## config.mk

```make
export PLATFORM = sky130hd
export DESIGN_NAME = read_gate
export DESIGN_NICKNAME = d
export VERILOG_FILES = /design/src/mem_pkg.sv /design/src/read_gate.sv
export SDC_FILE = /design/constraint.sdc
export NUM_CORES = 1
export LEC_CHECK = 0
export BUFFER_PORTS_ARGS = -buffer_cell sky130_fd_sc_hd__buf_2
export CAP_MARGIN = 20
export CORE_AREA = 2 2 56 58
export CTS_BUF_LIST = sky130_fd_sc_hd__clkbuf_4 sky130_fd_sc_hd__clkbuf_8 sky130_fd_sc_hd__clkbuf_16
export CTS_CLUSTER_SIZE = 25
export DETAILED_ROUTE_END_ITERATION = 10
export DIE_AREA = 0 0 58 60
export HOLD_SLACK_MARGIN = 0.15
export PLACE_DENSITY = 0.72
export SLEW_MARGIN = 30
export SYNTH_ARGS = -nofsm -noshare
export SYNTH_HDL_FRONTEND = slang
export SYNTH_SLANG_ARGS = --single-unit
```

## constraint.sdc

```tcl
create_clock -name clk -period 0.8 [get_ports clk]
set_input_delay 0.08 -clock clk [delete_from_list [all_inputs] [get_ports clk]]
set_output_delay 0.08 -clock clk [all_outputs]
set_load 0.03 [all_outputs]
```

## src/mem_pkg.sv

```systemverilog
`default_nettype none

package mem_pkg;

   localparam int num_regions = 6;

   // Region order shared by CPU ports and RAM blocks
   localparam int mem_bios = 0;
   localparam int mem_ext  = 1;
   localparam int mem_dsk  = 2;
   localparam int mem_ram  = 3;
   localparam int mem_fwa  = 4;
   localparam int mem_fwb  = 5;

   localparam int addr_w      = 25;
   localparam int load_addr_w = 27;
   localparam int data_w      = 8;

   // Address bits per region, in region order
   localparam int region_addr_w [num_regions] = '{15, 14, 14, 16, 17, 16};

   // Loader index, low six bits
   localparam logic [5:0] idx_legacy = 6'd0;
   localparam logic [5:0] idx_bios   = 6'd1;
   localparam logic [5:0] idx_ext    = 6'd2;
   localparam logic [5:0] idx_dsk    = 6'd3;
   localparam logic [5:0] idx_rom_a  = 6'd6;
   localparam logic [5:0] idx_rom_b  = 6'd7;
   localparam logic [5:0] idx_fw_a   = 6'd8;
   localparam logic [5:0] idx_fw_b   = 6'd9;

   // Upper ten bits of a legacy index
   localparam logic [9:0] legacy_bios = 10'd0;
   localparam logic [9:0] legacy_ext  = 10'd1;
   localparam logic [9:0] legacy_dsk  = 10'd2;

   typedef logic [addr_w-1:0]      addr_t;
   typedef logic [data_w-1:0]      byte_t;
   typedef logic [num_regions-1:0] region_vec_t;

endpackage

`default_nettype wire

```

## src/read_gate.sv

```systemverilog
`timescale 1ns/1ps
`default_nettype none

module read_gate import mem_pkg::*; (
   input  logic        clk,
   input  logic        rst_n,
   input  region_vec_t mem_rden,
   input  byte_t       region_q [num_regions],
   input  region_vec_t region_overflow,
   input  logic [1:0]  cart_enable,
   output byte_t       mem_q [num_regions]
);

   region_vec_t rden_q;
   logic [1:0]  cart_q;
   region_vec_t gate_en;

   // Aligned with the one-cycle RAM read
   always_ff @(posedge clk or negedge rst_n) begin
      if (!rst_n) begin
         rden_q <= '0;
         cart_q <= '0;
      end else begin
         rden_q <= mem_rden;
         cart_q <= cart_enable;
      end
   end

   always_comb begin
      gate_en          = '1;
      gate_en[mem_fwa] = cart_q[0];
      gate_en[mem_fwb] = cart_q[1];  // Empty slot reads as open bus
   end

   for (genvar i = 0; i < num_regions; i++) begin : g_port
      assign mem_q[i] = (rden_q[i] && !region_overflow[i] && gate_en[i]) ?
                        region_q[i] : 8'hFF;

      a_q_known: assert property (@(posedge clk) disable iff (!rst_n)
         !$isunknown(mem_q[i]));
   end

endmodule

`default_nettype wire

```

==> results.py <==
metrics = {
    "run_status": {
        "status": "complete, but fails checks",
        "failed_checks": "setup timing",
    },
    "placed_design": {
        "dpl_worst_slack_ps": -274.0,
        "numPortBuffers": 111,
        "hpwl_mm": 2.084,
        "gp_congestion": 0.6885,
        "dp_cells": 204,
        "post_dp_cell_area_um2": 1423,
    },
    "logic_synthesis": {
        "syn_inst": 56,
        "ys_types": 3,
        "yosys_warnings": 0,
        "netlist_area_um2": 660.6,
        "ys_ff_latch": 8,
        "synth_seq_area_share": 0.3030,
        "postSynthAreaPerCell_um2": 11.80,
        "synth_nets": 120,
    },
    "setup_path": {
        "worstPathArrival_ps": 1190,
        "crit_type": "flip-flop to output pin",
        "crit_chain": "or3b_4 -> buf_6",
        "crit_family": "flip-flops",
        "critPathMaxStageDelay_ps": 400,
        "slowest_stage": "dfrtp_2",
        "end_kind": "output pin",
        "cp_max_fo": 8,
        "worstPathRequired_ps": 720,
        "crit_path_start_kind": "flip-flop",
        "cp_num_buf_inv": 1,
    },
    "final_layout": {
        "final_nets": 249,
        "layout_commonest_cell": "buf_2",
        "fin_area_um2": 1906,
        "final_cell_mix": "63 x buf_2, 47 x buf_6, 32 x or3b_4, 10 x nand4bb_1, 9 x dlygate4sd3_1",
        "antenna_cells": 0,
        "fin_util": 0.6565,
        "area_delta_synth_final_pct": 188.4,
        "drive_gt1_frac": 0.8798,
        "fin_cells": 216,
    },
    "power_and_ir_drop": {
        "p_total_mw": 1.591,
        "powerDensity_nw_per_um2": 835.1,
        "peakVddDrop_mv": 0.7406,
        "leakage_nw": 0.8588,
    },
    "routing": {
        "dr.pass1.iters": 2,
        "drtIter0Drc": 13,
        "drt_wl_total_mm": 2.972,
        "drc": 0,
        "vias_per_cell": 4.648,
        "vias": 1004,
        "drt-wirelength-per-cell_um": 13.76,
        "ant_nets": 0,
    },
    "clock_network": {
        "post_cts_buffers": 0,
        "htreeDepth": 1,
        "ctsRootBufferMaster": "clkbuf_4",
        "max-clock-path-buffers": 2,
        "cts-buffers-inserted": 3,
        "path_clk_slew_ps": 50,
        "cts_tree": "built",
        "cts.sinks": 8,
    },
    "timing": {
        "rsz0062_at_grt": "true",
        "whs_ps": 203.2,
        "worstMarginPinSlew_ps": 225.9,
        "period_needed_ps": 1272,
        "post-route-period-util": 1.590,
        "timing.fmax_mhz": 786.2,
        "slew_violations": 0,
        "slew_headroom": 0.8494,
        "worst_slack_ps": -472.0,
        "setup_viol": 48,
        "tns_ps": -19760,
        "report.final.hold_viol_count": 0,
    },
    "job": {
        "max_cap_violations": 0,
    },
    "floorplan": {
        "die-area_um2": 3480,
        "row_count": 20,
        "start_util": 0.2276,
        "core_um2": 2903,
        "die_x_um": 58,
        "ioPinCount": 112,
        "die_h_um": 60,
    },
    "global_routing": {
        "grt_pass1_wl_mm": 4.588,
        "grt_max_degree": 9,
        "gr-usage-all-layers": 0.1675,
        "grt_overflow": 0,
        "antenna_found_initial": 0,
        "grt_pass1_vias": 1087,
    },
    "min_path": {
        "worst_hold_path_type": "primary input to asynchronous set/reset pin",
    },
}
sequential cells by signal, summed over array words and instances (netlist names):
register,count
rden_q,6
cart_q,2
synthesized netlist by cell type:
master,count,area share
nand4bb_1,16,0.27
or3b_1,32,0.42
dfrtp_1,8,0.30
layer usage:
layer / global-route usage / routed length [um]
met2: 0.3393 / 1684
met4: 0.02990 / 0
met3: 0.02597 / 265
met5: 0 / 0
met1: 0.1828 / 1023
cells by family after synthesis:
family / share of synthesized area
DFF: 0.3030
and+or+nand+nor: 0.6970
area by class of cell:
class	count	area [um2]
Timing Repair Buffer	124	997.2
Fill cell	231	997.2
Multi-Input combinational cell	48	638.1
Sequential cell	8	206.4
Tap cell	33	41.29
Clock buffer	3	22.52
worst max-delay path by stage:
stage / start / endpoint / slack [ps] / cells past startpoint
finish: rden_q[3]$_DFF_PN0_ / mem_q[20] / -470 / 2
global route: rden_q[2]$_DFF_PN0_ / mem_q[26] / -520 / 2
CTS: rden_q[1]$_DFF_PN0_ / mem_q[32] / -520 / 2
detailed placement: rden_q[2]$_DFF_PN0_ / mem_q[30] / -270 / 2
global placement: rden_q[1]$_DFF_PN0_ / mem_q[39] / -280 / 2
floorplan: rden_q[3]$_DFF_PN0_ / mem_q[16] / -100 / 1
what timing repair did:
action                                  CTS  global route
endpoints found under the setup margin   48            48
hold endpoints to repair                 16             0
hold buffers                              9             0
resized for setup                       101             5
pin swaps                                 4             2
where the power goes:
part	internal [mW]	switching, mW	total, mW
Sequential	0.428	0.0313	0.460
Clock	0.171	0.127	0.298
Combinational	0.477	0.356	0.834
Total	1.08	0.514	1.59
No activity file was read; power rests on OpenSTA's default activity.
