[src/mem_pkg.sv]
`default_nettype none

package mem_pkg;

   localparam int num_regions = 6;

   // Region order shared by CPU ports and RAM blocks
   localparam int mem_bios = 0;
   localparam int mem_ext  = 1;
   localparam int mem_dsk  = 2;
   localparam int mem_ram  = 3;
   localparam int mem_fwa  = 4;
   localparam int mem_fwb  = 5;

   localparam int addr_w      = 25;
   localparam int load_addr_w = 27;
   localparam int data_w      = 8;

   // Address bits per region, in region order
   localparam int region_addr_w [num_regions] = '{15, 14, 14, 16, 17, 16};

   // Loader index, low six bits
   localparam logic [5:0] idx_legacy = 6'd0;
   localparam logic [5:0] idx_bios   = 6'd1;
   localparam logic [5:0] idx_ext    = 6'd2;
   localparam logic [5:0] idx_dsk    = 6'd3;
   localparam logic [5:0] idx_rom_a  = 6'd6;
   localparam logic [5:0] idx_rom_b  = 6'd7;
   localparam logic [5:0] idx_fw_a   = 6'd8;
   localparam logic [5:0] idx_fw_b   = 6'd9;

   // Upper ten bits of a legacy index
   localparam logic [9:0] legacy_bios = 10'd0;
   localparam logic [9:0] legacy_ext  = 10'd1;
   localparam logic [9:0] legacy_dsk  = 10'd2;

   typedef logic [addr_w-1:0]      addr_t;
   typedef logic [data_w-1:0]      byte_t;
   typedef logic [num_regions-1:0] region_vec_t;

endpackage

`default_nettype wire

[src/load_if.sv]
`timescale 1ns/1ps
`default_nettype none

// Loader write bus, one source and six region sinks
interface load_if import mem_pkg::*; ();

   region_vec_t            sel;  // At most one region
   logic [load_addr_w-1:0] addr;
   byte_t                  data;
   logic                   wr;

   modport src (
      output sel,
      output addr,
      output data,
      output wr
   );

   modport dst (
      input sel,
      input addr,
      input data,
      input wr
   );

endinterface

`default_nettype wire

[src/download_decoder.sv]
`timescale 1ns/1ps
`default_nettype none

module download_decoder import mem_pkg::*; (
   input  logic        clk,
   input  logic        rst_n,
   input  logic        ioctl_download,
   input  logic [15:0] ioctl_index,
   input  logic        ioctl_wr,
   input  logic [26:0] ioctl_addr,
   input  byte_t       ioctl_dout,
   input  logic [1:0]  rom_eject,
   input  logic [1:0]  cart_changed,
   input  logic [1:0]  fw_wren,
   load_if.src         load,
   output logic        reset_req,
   output logic [1:0]  cart_enable
);

   logic [5:0]  idx_type;
   logic [9:0]  idx_sub;
   region_vec_t sel;
   logic [1:0]  slot_load;
   logic [1:0]  slot_clr;
   logic [1:0]  slot_set;

   assign idx_type = ioctl_index[5:0];
   assign idx_sub  = ioctl_index[15:6];

   always_comb begin
      sel = '0;
      if (ioctl_download) begin
         case (idx_type)
            idx_bios: sel[mem_bios] = 1'b1;
            idx_ext:  sel[mem_ext]  = 1'b1;
            idx_dsk:  sel[mem_dsk]  = 1'b1;
            idx_rom_a, idx_fw_a: sel[mem_fwa] = 1'b1;  // ROM and FW share a slot
            idx_rom_b, idx_fw_b: sel[mem_fwb] = 1'b1;
            idx_legacy: begin
               case (idx_sub)
                  legacy_bios: sel[mem_bios] = 1'b1;
                  legacy_ext:  sel[mem_ext]  = 1'b1;
                  legacy_dsk:  sel[mem_dsk]  = 1'b1;
                  default: ;
               endcase
            end
            default: ;  // Unknown index loads nothing
         endcase
      end
   end

   assign load.sel  = sel;
   assign load.addr = ioctl_addr;
   assign load.data = ioctl_dout;
   assign load.wr   = ioctl_wr;

   assign reset_req = ioctl_download;

   assign slot_load = {sel[mem_fwb], sel[mem_fwa]};
   assign slot_clr  = rom_eject | cart_changed;
   assign slot_set  = slot_load | fw_wren;

   // Set beats clear in the same cycle
   always_ff @(posedge clk or negedge rst_n) begin
      if (!rst_n) begin
         cart_enable <= '0;
      end else begin
         cart_enable <= (cart_enable & ~slot_clr) | slot_set;
      end
   end

   // A loader strobe outside a download would be dropped
   a_wr_in_download: assert property (@(posedge clk) disable iff (!rst_n)
      ioctl_wr |-> ioctl_download);

endmodule

`default_nettype wire

[src/flat_wrapper.sv]
// flat-port wrapper written by rule: the top's interface ports become plain ports
module download_decoder_flat import mem_pkg::*;
  (clk, rst_n, ioctl_download, ioctl_index, ioctl_wr, ioctl_addr, ioctl_dout, rom_eject, cart_changed, fw_wren, reset_req, cart_enable, load_sel, load_addr, load_data, load_wr);
  load_if load_i ();
  input  logic clk;
  input  logic rst_n;
  input  logic ioctl_download;
  input  logic [15:0] ioctl_index;
  input  logic ioctl_wr;
  input  logic [26:0] ioctl_addr;
  input  byte_t ioctl_dout;
  input  logic [1:0] rom_eject;
  input  logic [1:0] cart_changed;
  input  logic [1:0] fw_wren;
  output logic reset_req;
  output logic [1:0] cart_enable;
  output wire logic [$bits(load_i.sel)-1:0] load_sel;
  output wire logic [$bits(load_i.addr)-1:0] load_addr;
  output wire logic [$bits(load_i.data)-1:0] load_data;
  output wire logic [$bits(load_i.wr)-1:0] load_wr;
  assign load_sel = load_i.sel;
  assign load_addr = load_i.addr;
  assign load_data = load_i.data;
  assign load_wr = load_i.wr;
  download_decoder u_core (.clk(clk), .rst_n(rst_n), .ioctl_download(ioctl_download), .ioctl_index(ioctl_index), .ioctl_wr(ioctl_wr), .ioctl_addr(ioctl_addr), .ioctl_dout(ioctl_dout), .rom_eject(rom_eject), .cart_changed(cart_changed), .fw_wren(fw_wren), .load(load_i), .reset_req(reset_req), .cart_enable(cart_enable));
endmodule
[config.mk]
export PLATFORM = sky130hd
export DESIGN_NAME = download_decoder_flat
export DESIGN_NICKNAME = d
export VERILOG_FILES = /design/src/mem_pkg.sv /design/src/load_if.sv /design/src/download_decoder.sv /design/src/flat_wrapper.sv
export SDC_FILE = /design/constraint.sdc
export NUM_CORES = 1
export LEC_CHECK = 0
export BUFFER_PORTS_ARGS = -buffer_cell sky130_fd_sc_hd__buf_4
export CAP_MARGIN = 15
export CORE_MARGIN = 2
export CORE_UTILIZATION = 21
export DETAILED_ROUTE_END_ITERATION = 8
export PLACE_DENSITY_LB_ADDON = 0.1
export SLEW_MARGIN = 20
export SYNTH_ARGS = -nofsm -noshare
export SYNTH_HDL_FRONTEND = slang
export SYNTH_SLANG_ARGS = --single-unit
[constraint.sdc]
create_clock -name clk -period 1.2 [get_ports clk]
set_clock_uncertainty 0.15 [all_clocks]
set_input_delay 0.12 -clock clk [delete_from_list [all_inputs] [get_ports clk]]
set_output_delay 0.12 -clock clk [all_outputs]
set_load 0.03 [all_outputs]
==> results of run 1 <==
logic make-up after synthesis:
family                 count (synthesis)  synth area share
AOI/OAI and AO/OA                      7             0.119
and+or+nand+nor                       14             0.201
DFF                                    2            0.0993
buffers and inverters                 39             0.573
other                                  1           0.00744
per-layer routing:
metal  GRT usage  part of all wire  up-vias
met3      0.0311              0.16       10
met5           0                 0        -
met4      0.0940             0.031        0
met2       0.133              0.44       40
met1      0.0867              0.37      184
li1            -                 -      193
power groups by stage:
stage	clock network [mW]	logic, mW	registers [mW]
floorplan	0	0.266	0.0854
global placement	0	0.148	0.0759
detailed placement	0	0.147	0.0758
CTS	0.162	0.160	0.0750
global route	0.159	0.178	0.0759
finish	0.149	0.165	0.0752
stage by stage:
step | setup WS (ns) | std cells | TNS, ns | area, µm² | util
final | -0.382 | 100 | -1.44 | 679 | 0.304
after global routing | -0.412 | 100 | -1.61 | 679 | 0.304
after CTS | -0.393 | 100 | -1.50 | 662 | 0.296
after detailed placement | -0.404 | 93 | -1.94 | 572 | 0.256
after global placement | -0.398 | 93 | -1.94 | 572 | 0.256
after floorplan | -0.291 | 63 | -1.19 | 522 | -
cells in the mapped netlist, drive strengths merged:
master | n | area (µm²)
nor3 | 2 | 20.0
or3b | 2 | 20.0
a211oi | 1 | 12.5
a41oi | 1 | 8.76
dfrtp | 2 | 50.1
conb | 1 | 3.75
nor2 | 4 | 15.0
a221o | 1 | 10.0
nand3b | 1 | 7.51
nor4b | 1 | 8.76
and2 | 1 | 6.26
inv | 1 | 3.75
a31oi | 1 | 6.26
buf | 38 | 285
a32oi | 1 | 8.76
or3 | 1 | 11.3
a211o | 1 | 8.76
a21oi | 1 | 5.00
nor4 | 2 | 12.5
final timing paths:
kind                                            start                     to  depth (start not counted)
worst min register to register  u_core.cart_enable[0]  u_core.cart_enable[0]                          1
max in group asynchronous                       rst_n  u_core.cart_enable[0]                          2
worst max register to register  u_core.cart_enable[1]  u_core.cart_enable[1]                          1
worst max-delay path                   ioctl_index[5]            load_sel[0]                          5
worst min-delay path                            rst_n  u_core.cart_enable[1]                          2
min in group clk                       ioctl_addr[22]          load_addr[22]                          0
area by class of cell:
class,count,area (µm²),area share
multi-input combinational,22,204,0.300
sequential,2,50.0,0.0737
clock buffer,3,22.5,0.0331
inverter,1,3.75,0.00552
tap,28,35.0,0.0516
timing repair buffer,44,364,0.536
timing repair:
item                                   CTS  global route
hold buffers                             3             0
endpoints found under the hold margin    4             0
setup endpoints to repair                5             6
gates resized for setup                  7             4
buffers inserted                         1             0
pin swaps                                2             0
==> summary.txt, run 1 <==
Synthesis
  – Yosys reg bits: 2
  – Synthesized area: 504 µm²
  – Syn_area_per_cell: 8.00 µm²
  – Distinct cell type count after synthesis: 20
  – Synthesized Nets: 124
  – Mapped Cells: 63
  – Sequential area share after synthesis: 0.0993
  – Yosys warns: 0

Setup path
  – CP most frequent cell: buf_6
  – CP Class: primary input to primary output
  – Slowest cell on crit path: or3b_4
  – Flop2flop setup slack: 0.24 ns
  – CP required: 0.93 ns
  – Worst path top cell family by delay: simple AND/OR/NAND/NOR gates
  – Critical Path Sink Type: primary output
  – Critical path launch point type: primary input
  – CP bufs+invs: 2
  – Critical Path Fanout Max: 3
  – Largest stage delay, worst path: 0.38 ns
  – CP arrival: 1.31 ns
  – Cell breakdown of the critical path: buf_6 -> or3b_4 -> or3_4 -> nor3_4 -> buf_6

Layout
  – Layout cells sized above 1: 0.736
  – P&R area growth vs syn: 34.7%
  – Max reg flops: 2
  – Ant diodes: 0
  – Post-layout net count: 135
  – Top reg by flops: u_core.cart_enable
  – Commonest non-fill, non-tap cells in the layout: buf_4, buf_6, nor2_1, clkbuf_4, dlygate4sd3_1
  – Commonest non-fill, non-tap cell in the layout: buf_4
  – Fillcell total: 249
  – Top Registers: u_core.cart_enable (2)

Timing
  – Final hold vios: 0
  – Min Hold Slack: 0.0580 ns
  – Final setup viols: 5
  – Final WS setup: -0.382 ns
  – RSZ-0062 raised after global routing: true
  – Final period util: 1.32
  – Max-slew violations: 0
  – Fmax: 632 MHz
  – Minimum clock period: 1.58 ns

Clocking
  – Worst-path clk slew: 0.03 ns
  – CTS max path bufs: 2
  – CTS tree: done
  – Clk_lat worst skew: 0.22 ns
  – Root Driver: clkbuf_4
  – # clock sinks: 2
  – H-tree Lvls: 1
  – Cts bufs inserted: 3

Power and ir drop
  – Peak supply drop: 536 µV
  – Sw Share: 0.279
  – Clock share of power: 0.383
  – Switch Pwr: 0.108 mW
  – Reported leakage power: 0.315 nW
  – Power Density: 572 nW/µm²
  – Gate power share: 0.424
  – Pint: 0.280 mW
  – Tot Pwr: 0.388 mW
  – Sequential share of power: 0.194

Die
  – I/O pins: 106
  – Die height: 53 µm
  – Num rows: 17
  – Die Span X: 53 µm
  – Starting Density: 0.226
  – Core ar.: 2230 µm²
  – DIE AREA: 2810 µm²

Worst hold path
  – Worst Hold Class: primary input to asynchronous set/reset pin

Routing
  – WL per Instance: 12.1 µm
  – Antenna viol nets, final: 0
  – Drt total wl: 1210 µm
  – Pre-antenna DRT Iters: 1
  – # DRC: 0
  – Initial drt markers: 0
  – Vias: 427
  – Vias per cell: 4.27

Placed design
  – DP HPWL: 966 µm
  – # port buffers: 32
  – GPL Wtd Cong: 0.585

GRT
  – Vias in the first global route: 475
  – Largest net degree at the start of global routing: 7
  – GRT Util Overall: 0.0872
  – Initial antenna violation count: 0
  – First-pass GRT wire length: 1820 µm
  – Final global-route overflow total: 0

Outcome
  – Failing checks: setup timing
  – Outcome: finished, violations left

Job
  – MaxCap Viol Count: 0
(Power assumes the default switching activity.)
==> inputs of run 2 (changes only) <==
--- a/config.mk
+++ b/config.mk
@@ -8,7 +8,7 @@
 export BUFFER_PORTS_ARGS = -buffer_cell sky130_fd_sc_hd__buf_4
 export CAP_MARGIN = 15
 export CORE_MARGIN = 2
-export CORE_UTILIZATION = 21
+export CORE_UTILIZATION = 24
 export DETAILED_ROUTE_END_ITERATION = 8
 export PLACE_DENSITY_LB_ADDON = 0.1
 export SLEW_MARGIN = 20
==> constraint.sdc (replaced) <==
create_clock -name clk -period 1.5 [get_ports clk]
set_clock_uncertainty 0.15 [all_clocks]
set_input_delay 0.15 -clock clk [delete_from_list [all_inputs] [get_ports clk]]
set_output_delay 0.15 -clock clk [all_outputs]
set_load 0.03 [all_outputs]
==> run 2 against run 1 <==
The run still ends with setup timing left. Power shrank 21%. Final cell count shrank 3.0%. Worst setup slack gained 0.24 ns. Clock-buffer cell count is the same. Critical path type unchanged.
==> summary.txt, run 2 (synthesis results as in run 1) <==
Layout
  – Max reg flops: 2 (unchanged)
  – P&R area growth vs syn: 32.3%
  – Final core utilization: 0.340 (+0.0357)
  – Top Registers: u_core.cart_enable (2)
  – Post-layout net count: 133 (-1.5%)
  – Layout cells sized above 1: 0.729 (-0.00754)
  – Ant diodes: 0 (unchanged)
  – Top reg by flops: u_core.cart_enable
  – Fillcell total: 209 (-16%)
  – Commonest non-fill, non-tap cell in the layout: buf_4
  – Commonest non-fill, non-tap cells in the layout: buf_4, buf_6, nor2_1, clkbuf_4, dlygate4sd3_1

Routing
  – # DRC: 0 (unchanged)
  – Vias per cell: 4.26 (-0.29%)
  – Vias: 413 (-3.3%)
  – Initial drt markers: 3 (+3)
  – Antenna viol nets, final: 0 (unchanged)
  – WL per Instance: 11.6 µm (-4.6%)
  – Pre-antenna DRT Iters: 2 (+1)
  – Drt total wl: 1120 µm (-7.4%)

Job
  – MaxCap Viol Count: 0 (unchanged)

Timing
  – Setup_tns: -0.442 ns (+0.996 ns)
  – Max-slew violations: 0 (unchanged)
  – RSZ-0062 raised after global routing: true
  – Final WS setup: -0.143 ns (+0.239 ns)
  – Final period util: 1.10
  – Final setup viols: 5 (unchanged)
  – Fmax: 609 MHz
  – Minimum clock period: 1.64 ns
  – Final hold vios: 0 (unchanged)

Placed design
  – DP HPWL: 893 µm (-7.6%)
  – # port buffers: 32 (unchanged)
  – Post-Place Setup Slack: -0.169 ns (+0.235 ns)
  – GPL Wtd Cong: 0.677 (+16%)

Die
  – Starting Density: 0.257 (+0.0312)
  – DIE AREA: 2480 µm² (-12%)
  – Num rows: 16 (-1)
  – Die Span X: 49.8 µm (-6.0%)
  – Core ar.: 1960 µm² (-12%)
  – Die height: 49.8 µm (-6.0%)
  – I/O pins: 106 (unchanged)

GRT
  – GRT Util Overall: 0.0907 (+0.00357)
  – Final global-route overflow total: 0 (unchanged)
  – Initial antenna violation count: 0 (unchanged)
  – Vias in the first global route: 385 (-19%)
  – First-pass GRT wire length: 1680 µm (-8.0%)
  – Largest net degree at the start of global routing: 8 (+1)

Power and ir drop
  – Peak supply drop: 394 µV (-27%)
  – Power Density: 461 nW/µm² (-19%)
  – Tot Pwr: 0.308 mW (-21%)
  – Reported leakage power: 0.306 nW (-3.0%)

Setup path
  – RR Endpoint: u_core.cart_enable[1]
  – RR Startpoint: u_core.cart_enable[1]
  – Worst Setup SP: ioctl_index[5]
  – Reg2Reg Depth: 1 (unchanged)
  – CP Class: primary input to primary output
  – Critical Path Fanout Max: 3 (unchanged)
  – Critical Path Sink Type: primary output
  – Flop2flop setup slack: 0.55 ns (+0.31 ns)
  – Critical path launch point type: primary input
  – CP arrival: 1.34 ns (+0.03 ns)
  – CP required: 1.20 ns (+0.27 ns)

Clocking
  – CTS tree: done
  – CTS max path bufs: 2 (unchanged)
  – Clk_lat worst skew: 0.22 ns (about the same)
  – Worst-path clk slew: 0.03 ns (about the same)
  – Cts bufs inserted: 3 (unchanged)
  – # clock sinks: 2 (unchanged)
  – H-tree Lvls: 1 (unchanged)
  – Root Driver: clkbuf_4

Outcome
  – Outcome: finished, violations left
  – Failing checks: setup timing

Worst hold path
  – Worst Hold Class: primary input to asynchronous set/reset pin
## run 2: cell types whose count changed in the layout (fill, tap and decap cells not counted)
cell	delta
buf_4	-2
nor4_1	-1
nor4_2	+1
or3b_1	+1
or3b_4	-1
## run 2: area by class of cell
class                   count  area [µm²]  share of cell area
inverters                   1        3.75             0.00563
repair buffers             42         349               0.523
clock buffers               3        22.5              0.0338
well taps                  27        33.8              0.0507
multi-input cells          22         208               0.311
flip-flops and latches      2        50.0              0.0750
## run 2: critical path, stage by stage
cell	delay [ns]
buf_6	0.09
or3b_4	0.38
or3_4	0.38
nor3_4	0.19
buf_6	0.15
## run 2: per-layer routing
layer  track usage  wire [µm]  vias to the layer above
li1              -          -                      189
met1        0.0855        397                      178
met2         0.124        536                       46
met3        0.0697        188                        0
met4        0.0833          0                        0
met5             0          0                        -
## run 2: repair_timing
action	4_1_cts	5_1_grt
setup buffers	0	2
gates resized for setup	7	5
gates cloned	0	0
setup endpoints to repair	4	4
hold endpoints to repair	4	0
pin swaps	1	1
hold buffers	3	0
## run 2: power by group
group	switching [mW]	leakage, nW	internal [mW]	total (mW)
Sequential	0.00187	0.0225	0.0582	0.0600
Clock	0.0311	0.0138	0.0883	0.119
Combinational	0.0543	0.270	0.0739	0.128
## run 2: how the worst max path moves through the flow
stage             endpoint  slack [ns]
2_1_floorplan  load_sel[1]       -0.05
3_3_place_gp   load_sel[1]       -0.16
3_5_place_dp   load_sel[1]       -0.17
4_1_cts        load_sel[0]       -0.15
5_1_grt        load_sel[0]       -0.18
6_report       load_sel[0]       -0.14
## run 2: through the flow
step	instances	area, µm²	hold slack [ns]
4_1_cts	95	623	0.0791
6_report	97	667	0.0870
3_5_place_dp	89	546	-0.216
3_3_place_gp	89	546	-0.215
2_1_floorplan	63	519	-0.296
5_1_grt	97	667	0.0850
==> inputs of run 3 (changes only) <==
--- a/config.mk
+++ b/config.mk
@@ -7,10 +7,13 @@
 export LEC_CHECK = 0
 export BUFFER_PORTS_ARGS = -buffer_cell sky130_fd_sc_hd__buf_4
 export CAP_MARGIN = 15
+export CORE_ASPECT_RATIO = 1.25
 export CORE_MARGIN = 2
 export CORE_UTILIZATION = 24
+export CTS_BUF_LIST = sky130_fd_sc_hd__clkbuf_16
 export DETAILED_ROUTE_END_ITERATION = 8
 export PLACE_DENSITY_LB_ADDON = 0.1
+export SKIP_LAST_GASP = 1
 export SLEW_MARGIN = 20
 export SYNTH_ARGS = -nofsm -noshare
 export SYNTH_HDL_FRONTEND = slang
==> run 3 against run 2 <==
The run still ends with setup timing left. Largest cell class unchanged. Non-clock buffer count shrank 1. Power increased by 92%. Clock-buffer cell count unchanged. Clock power rose to 3.4 times the previous value. Via count grew 6.3%. Register-to-register slack hardly changed. Sequential share of layout area shrank 0.17 points.
==> summary.txt, run 3 (synthesis results as in run 1) <==
Outcome
  – Outcome: finished, violations left
  – Failing checks: setup timing

Routing
  – Pre-antenna DRT Iters: 1 (-1)
  – Initial drt markers: 0 (-3)
  – Antenna viol nets, final: 0 (unchanged)
  – DR WL met3: 195 µm (+3.7%)
  – M1 wire length: 374 µm (-5.8%)
  – WL per Instance: 13.1 µm (+13%)
  – Vias: 439 (+6.3%)
  – # DRC: 0 (unchanged)
  – Drt total wl: 1170 µm (+4.1%)
  – Vias per cell: 4.93 (+16%)
  – Met2 wire length: 548 µm (+2.2%)
  – Top layer in use: met4

Setup path
  – Critical Path Sink Type: primary output
  – Slowest cell on crit path: or3b_4
  – Critical Path Fanout Max: 3 (unchanged)
  – RR Startpoint: u_core.cart_enable[1]
  – Flop2flop setup slack: 0.54 ns (about the same)
  – Largest stage delay, worst path: 0.38 ns (about the same)
  – CP Class: primary input to primary output
  – Critical path depth in cells: 5 (unchanged)
  – CP arrival: 1.33 ns (about the same)
  – RR Endpoint: u_core.cart_enable[1]
  – CP Capture Point: load_sel[1]
  – Reg2Reg Depth: 1 (unchanged)
  – Cell breakdown of the critical path: buf_6 -> or3b_4 -> or3_4 -> nor3_4 -> buf_6
  – CP required: 1.20 ns (about the same)
  – CP bufs+invs: 2 (unchanged)
  – Critical path launch point type: primary input
  – Worst Setup SP: ioctl_index[5]
  – Worst path top cell family by delay: simple AND/OR/NAND/NOR gates
  – CP most frequent cell: buf_6

Power and ir drop
  – Power Density: 864 nW/µm² (+87%)
  – Sequential share of power: 0.102 (-0.093)
  – Gate power share: 0.209 (-0.208)
  – Clock share of power: 0.689 (+0.301)
  – Reported leakage power: 0.320 nW (+4.7%)
  – Switch Pwr: 0.119 mW (+37%)
  – Pint: 0.470 mW (+110%)
  – Sw Share: 0.202 (-0.0812)
  – Peak supply drop: 708 µV (+80%)

Layout
  – Commonest non-fill, non-tap cells in the layout: buf_4, buf_6, nor2_1, clkbuf_16, dlygate4sd3_1
  – Top Registers: u_core.cart_enable (2)
  – P&R area growth vs syn: 35.2%
  – Multi-input gate area: 194 µm² (-6.6%)
  – Ant diodes: 0 (unchanged)
  – Commonest non-fill, non-tap cell in the layout: buf_4
  – Post-layout net count: 132 (-0.75%)
  – Fillcell total: 207 (-0.96%)
  – FF+latch area: 50.0 µm² (unchanged)
  – Layout cells sized above 1: 0.710 (-0.0184)
  – Post-route cell area: 682 µm² (+2.3%)
  – Max reg flops: 2 (unchanged)
  – Top reg by flops: u_core.cart_enable

Placed design
  – GPL Wtd Cong: 0.674 (-0.56%)
  – # port buffers: 32 (unchanged)
  – DP HPWL: 919 µm (+3.0%)
  – Post-Place Cell Area: 544 µm² (-0.23%)

Timing
  – Fmax: 613 MHz (+0.73%)
  – Final WS setup: -0.131 ns (+0.0119 ns)
  – RSZ-0062 raised after global routing: true
  – Minimum clock period: 1.63 ns (-0.0119 ns)
  – Max-slew violations: 0 (unchanged)
  – Min Hold Slack: 0.111 ns (+0.0244 ns)
  – Final hold vios: 0 (unchanged)
  – Final setup viols: 3 (-2)
  – Final period util: 1.09 (-0.00792)

GRT
  – Largest net degree at the start of global routing: 8 (unchanged)
  – GRT Util Overall: 0.0985 (+0.00780)
  – Initial antenna violation count: 0 (unchanged)
  – Final global-route overflow total: 0 (unchanged)
  – Vias in the first global route: 424 (+10%)
  – First-pass GRT wire length: 1760 µm (+5.0%)

Clocking
  – Worst-path clk slew: 0.03 ns (about the same)
  – CTS tree: done
  – H-tree Lvls: 1 (unchanged)
  – CTS max path bufs: 2 (unchanged)
  – Root Driver: clkbuf_16
  – Clk_lat worst skew: 0.22 ns (about the same)
  – Cts bufs inserted: 3 (unchanged)
  – # clock sinks: 2 (unchanged)

Die
  – Starting Density: 0.254 (-0.00260)
  – Num rows: 18 (+2)
  – Core ar.: 1980 µm² (+1.0%)
  – I/O pins: 106 (unchanged)
  – Die Span X: 45.0 µm (-9.7%)
  – DIE AREA: 2490 µm² (about the same)
  – Die height: 55.2 µm (+11%)

Worst hold path
  – Worst Hold Class: primary input to asynchronous set/reset pin

Job
  – MaxCap Viol Count: 0 (unchanged)
run 3: cell types whose count changed in the layout (fill, tap and decap cells not counted):
| cell | delta |
|---|---|
| clkbuf_4 | -3 |
| a211oi_4 | -1 |
| a211oi_2 | +1 |
| buf_6 | -2 |
| buf_4 | +1 |
| nor4_2 | -1 |
| clkbuf_16 | +3 |
| nor4_1 | +1 |
run 3: through the flow:
stage                util  setup TNS [ns]  power [mW]  instances  worst slack [ns]
floorplan               -         -0.0781       0.281         63           -0.0510
global placement    0.275          -0.454       0.175         83            -0.164
detailed placement  0.275          -0.469       0.175         83            -0.174
CTS                 0.337          -0.369       0.596         89            -0.149
global route        0.344          -0.405       0.615         89            -0.177
finish              0.344          -0.271       0.589         89            -0.131
run 3: power groups by stage:
stage | sequential [mW] | combinational [mW] | clock [mW]
after floorplan | 0.0684 | 0.212 | 0
after global placement | 0.0611 | 0.114 | 0
after detailed placement | 0.0607 | 0.114 | 0
after CTS | 0.0601 | 0.122 | 0.413
after global routing | 0.0605 | 0.134 | 0.421
final | 0.0600 | 0.123 | 0.406
run 3: what timing repair did:
item,4_1_cts,5_1_grt
gates resized for setup,5,3
hold buffers,3,0
endpoints found under the setup margin,4,4
buffers inserted,0,0
pin swaps,1,2
endpoints found under the hold margin,4,0
run 3: worst min path at each step:
stage	cells after the start	endpoint
6_report	2	u_core.cart_enable[0]
5_1_grt	2	u_core.cart_enable[1]
4_1_cts	2	u_core.cart_enable[0]
3_5_place_dp	1	u_core.cart_enable[1]
3_3_place_gp	1	u_core.cart_enable[0]
2_1_floorplan	0	u_core.cart_enable[0]
run 3: metal layers:
| layer | vias up | track usage |
|---|---|---|
| li1 | 188 | - |
| met1 | 196 | 0.0982 |
| met2 | 46 | 0.141 |
| met3 | 9 | 0.0425 |
| met4 | 0 | 0.101 |
| met5 | - | 0 |
run 3: cell type report:
cell class | count | area share
timing repair buffer | 41 | 0.490
multi-input combinational | 22 | 0.284
clock buffer | 3 | 0.110
sequential | 2 | 0.0734
tap | 20 | 0.0367
inverter | 1 | 0.00550
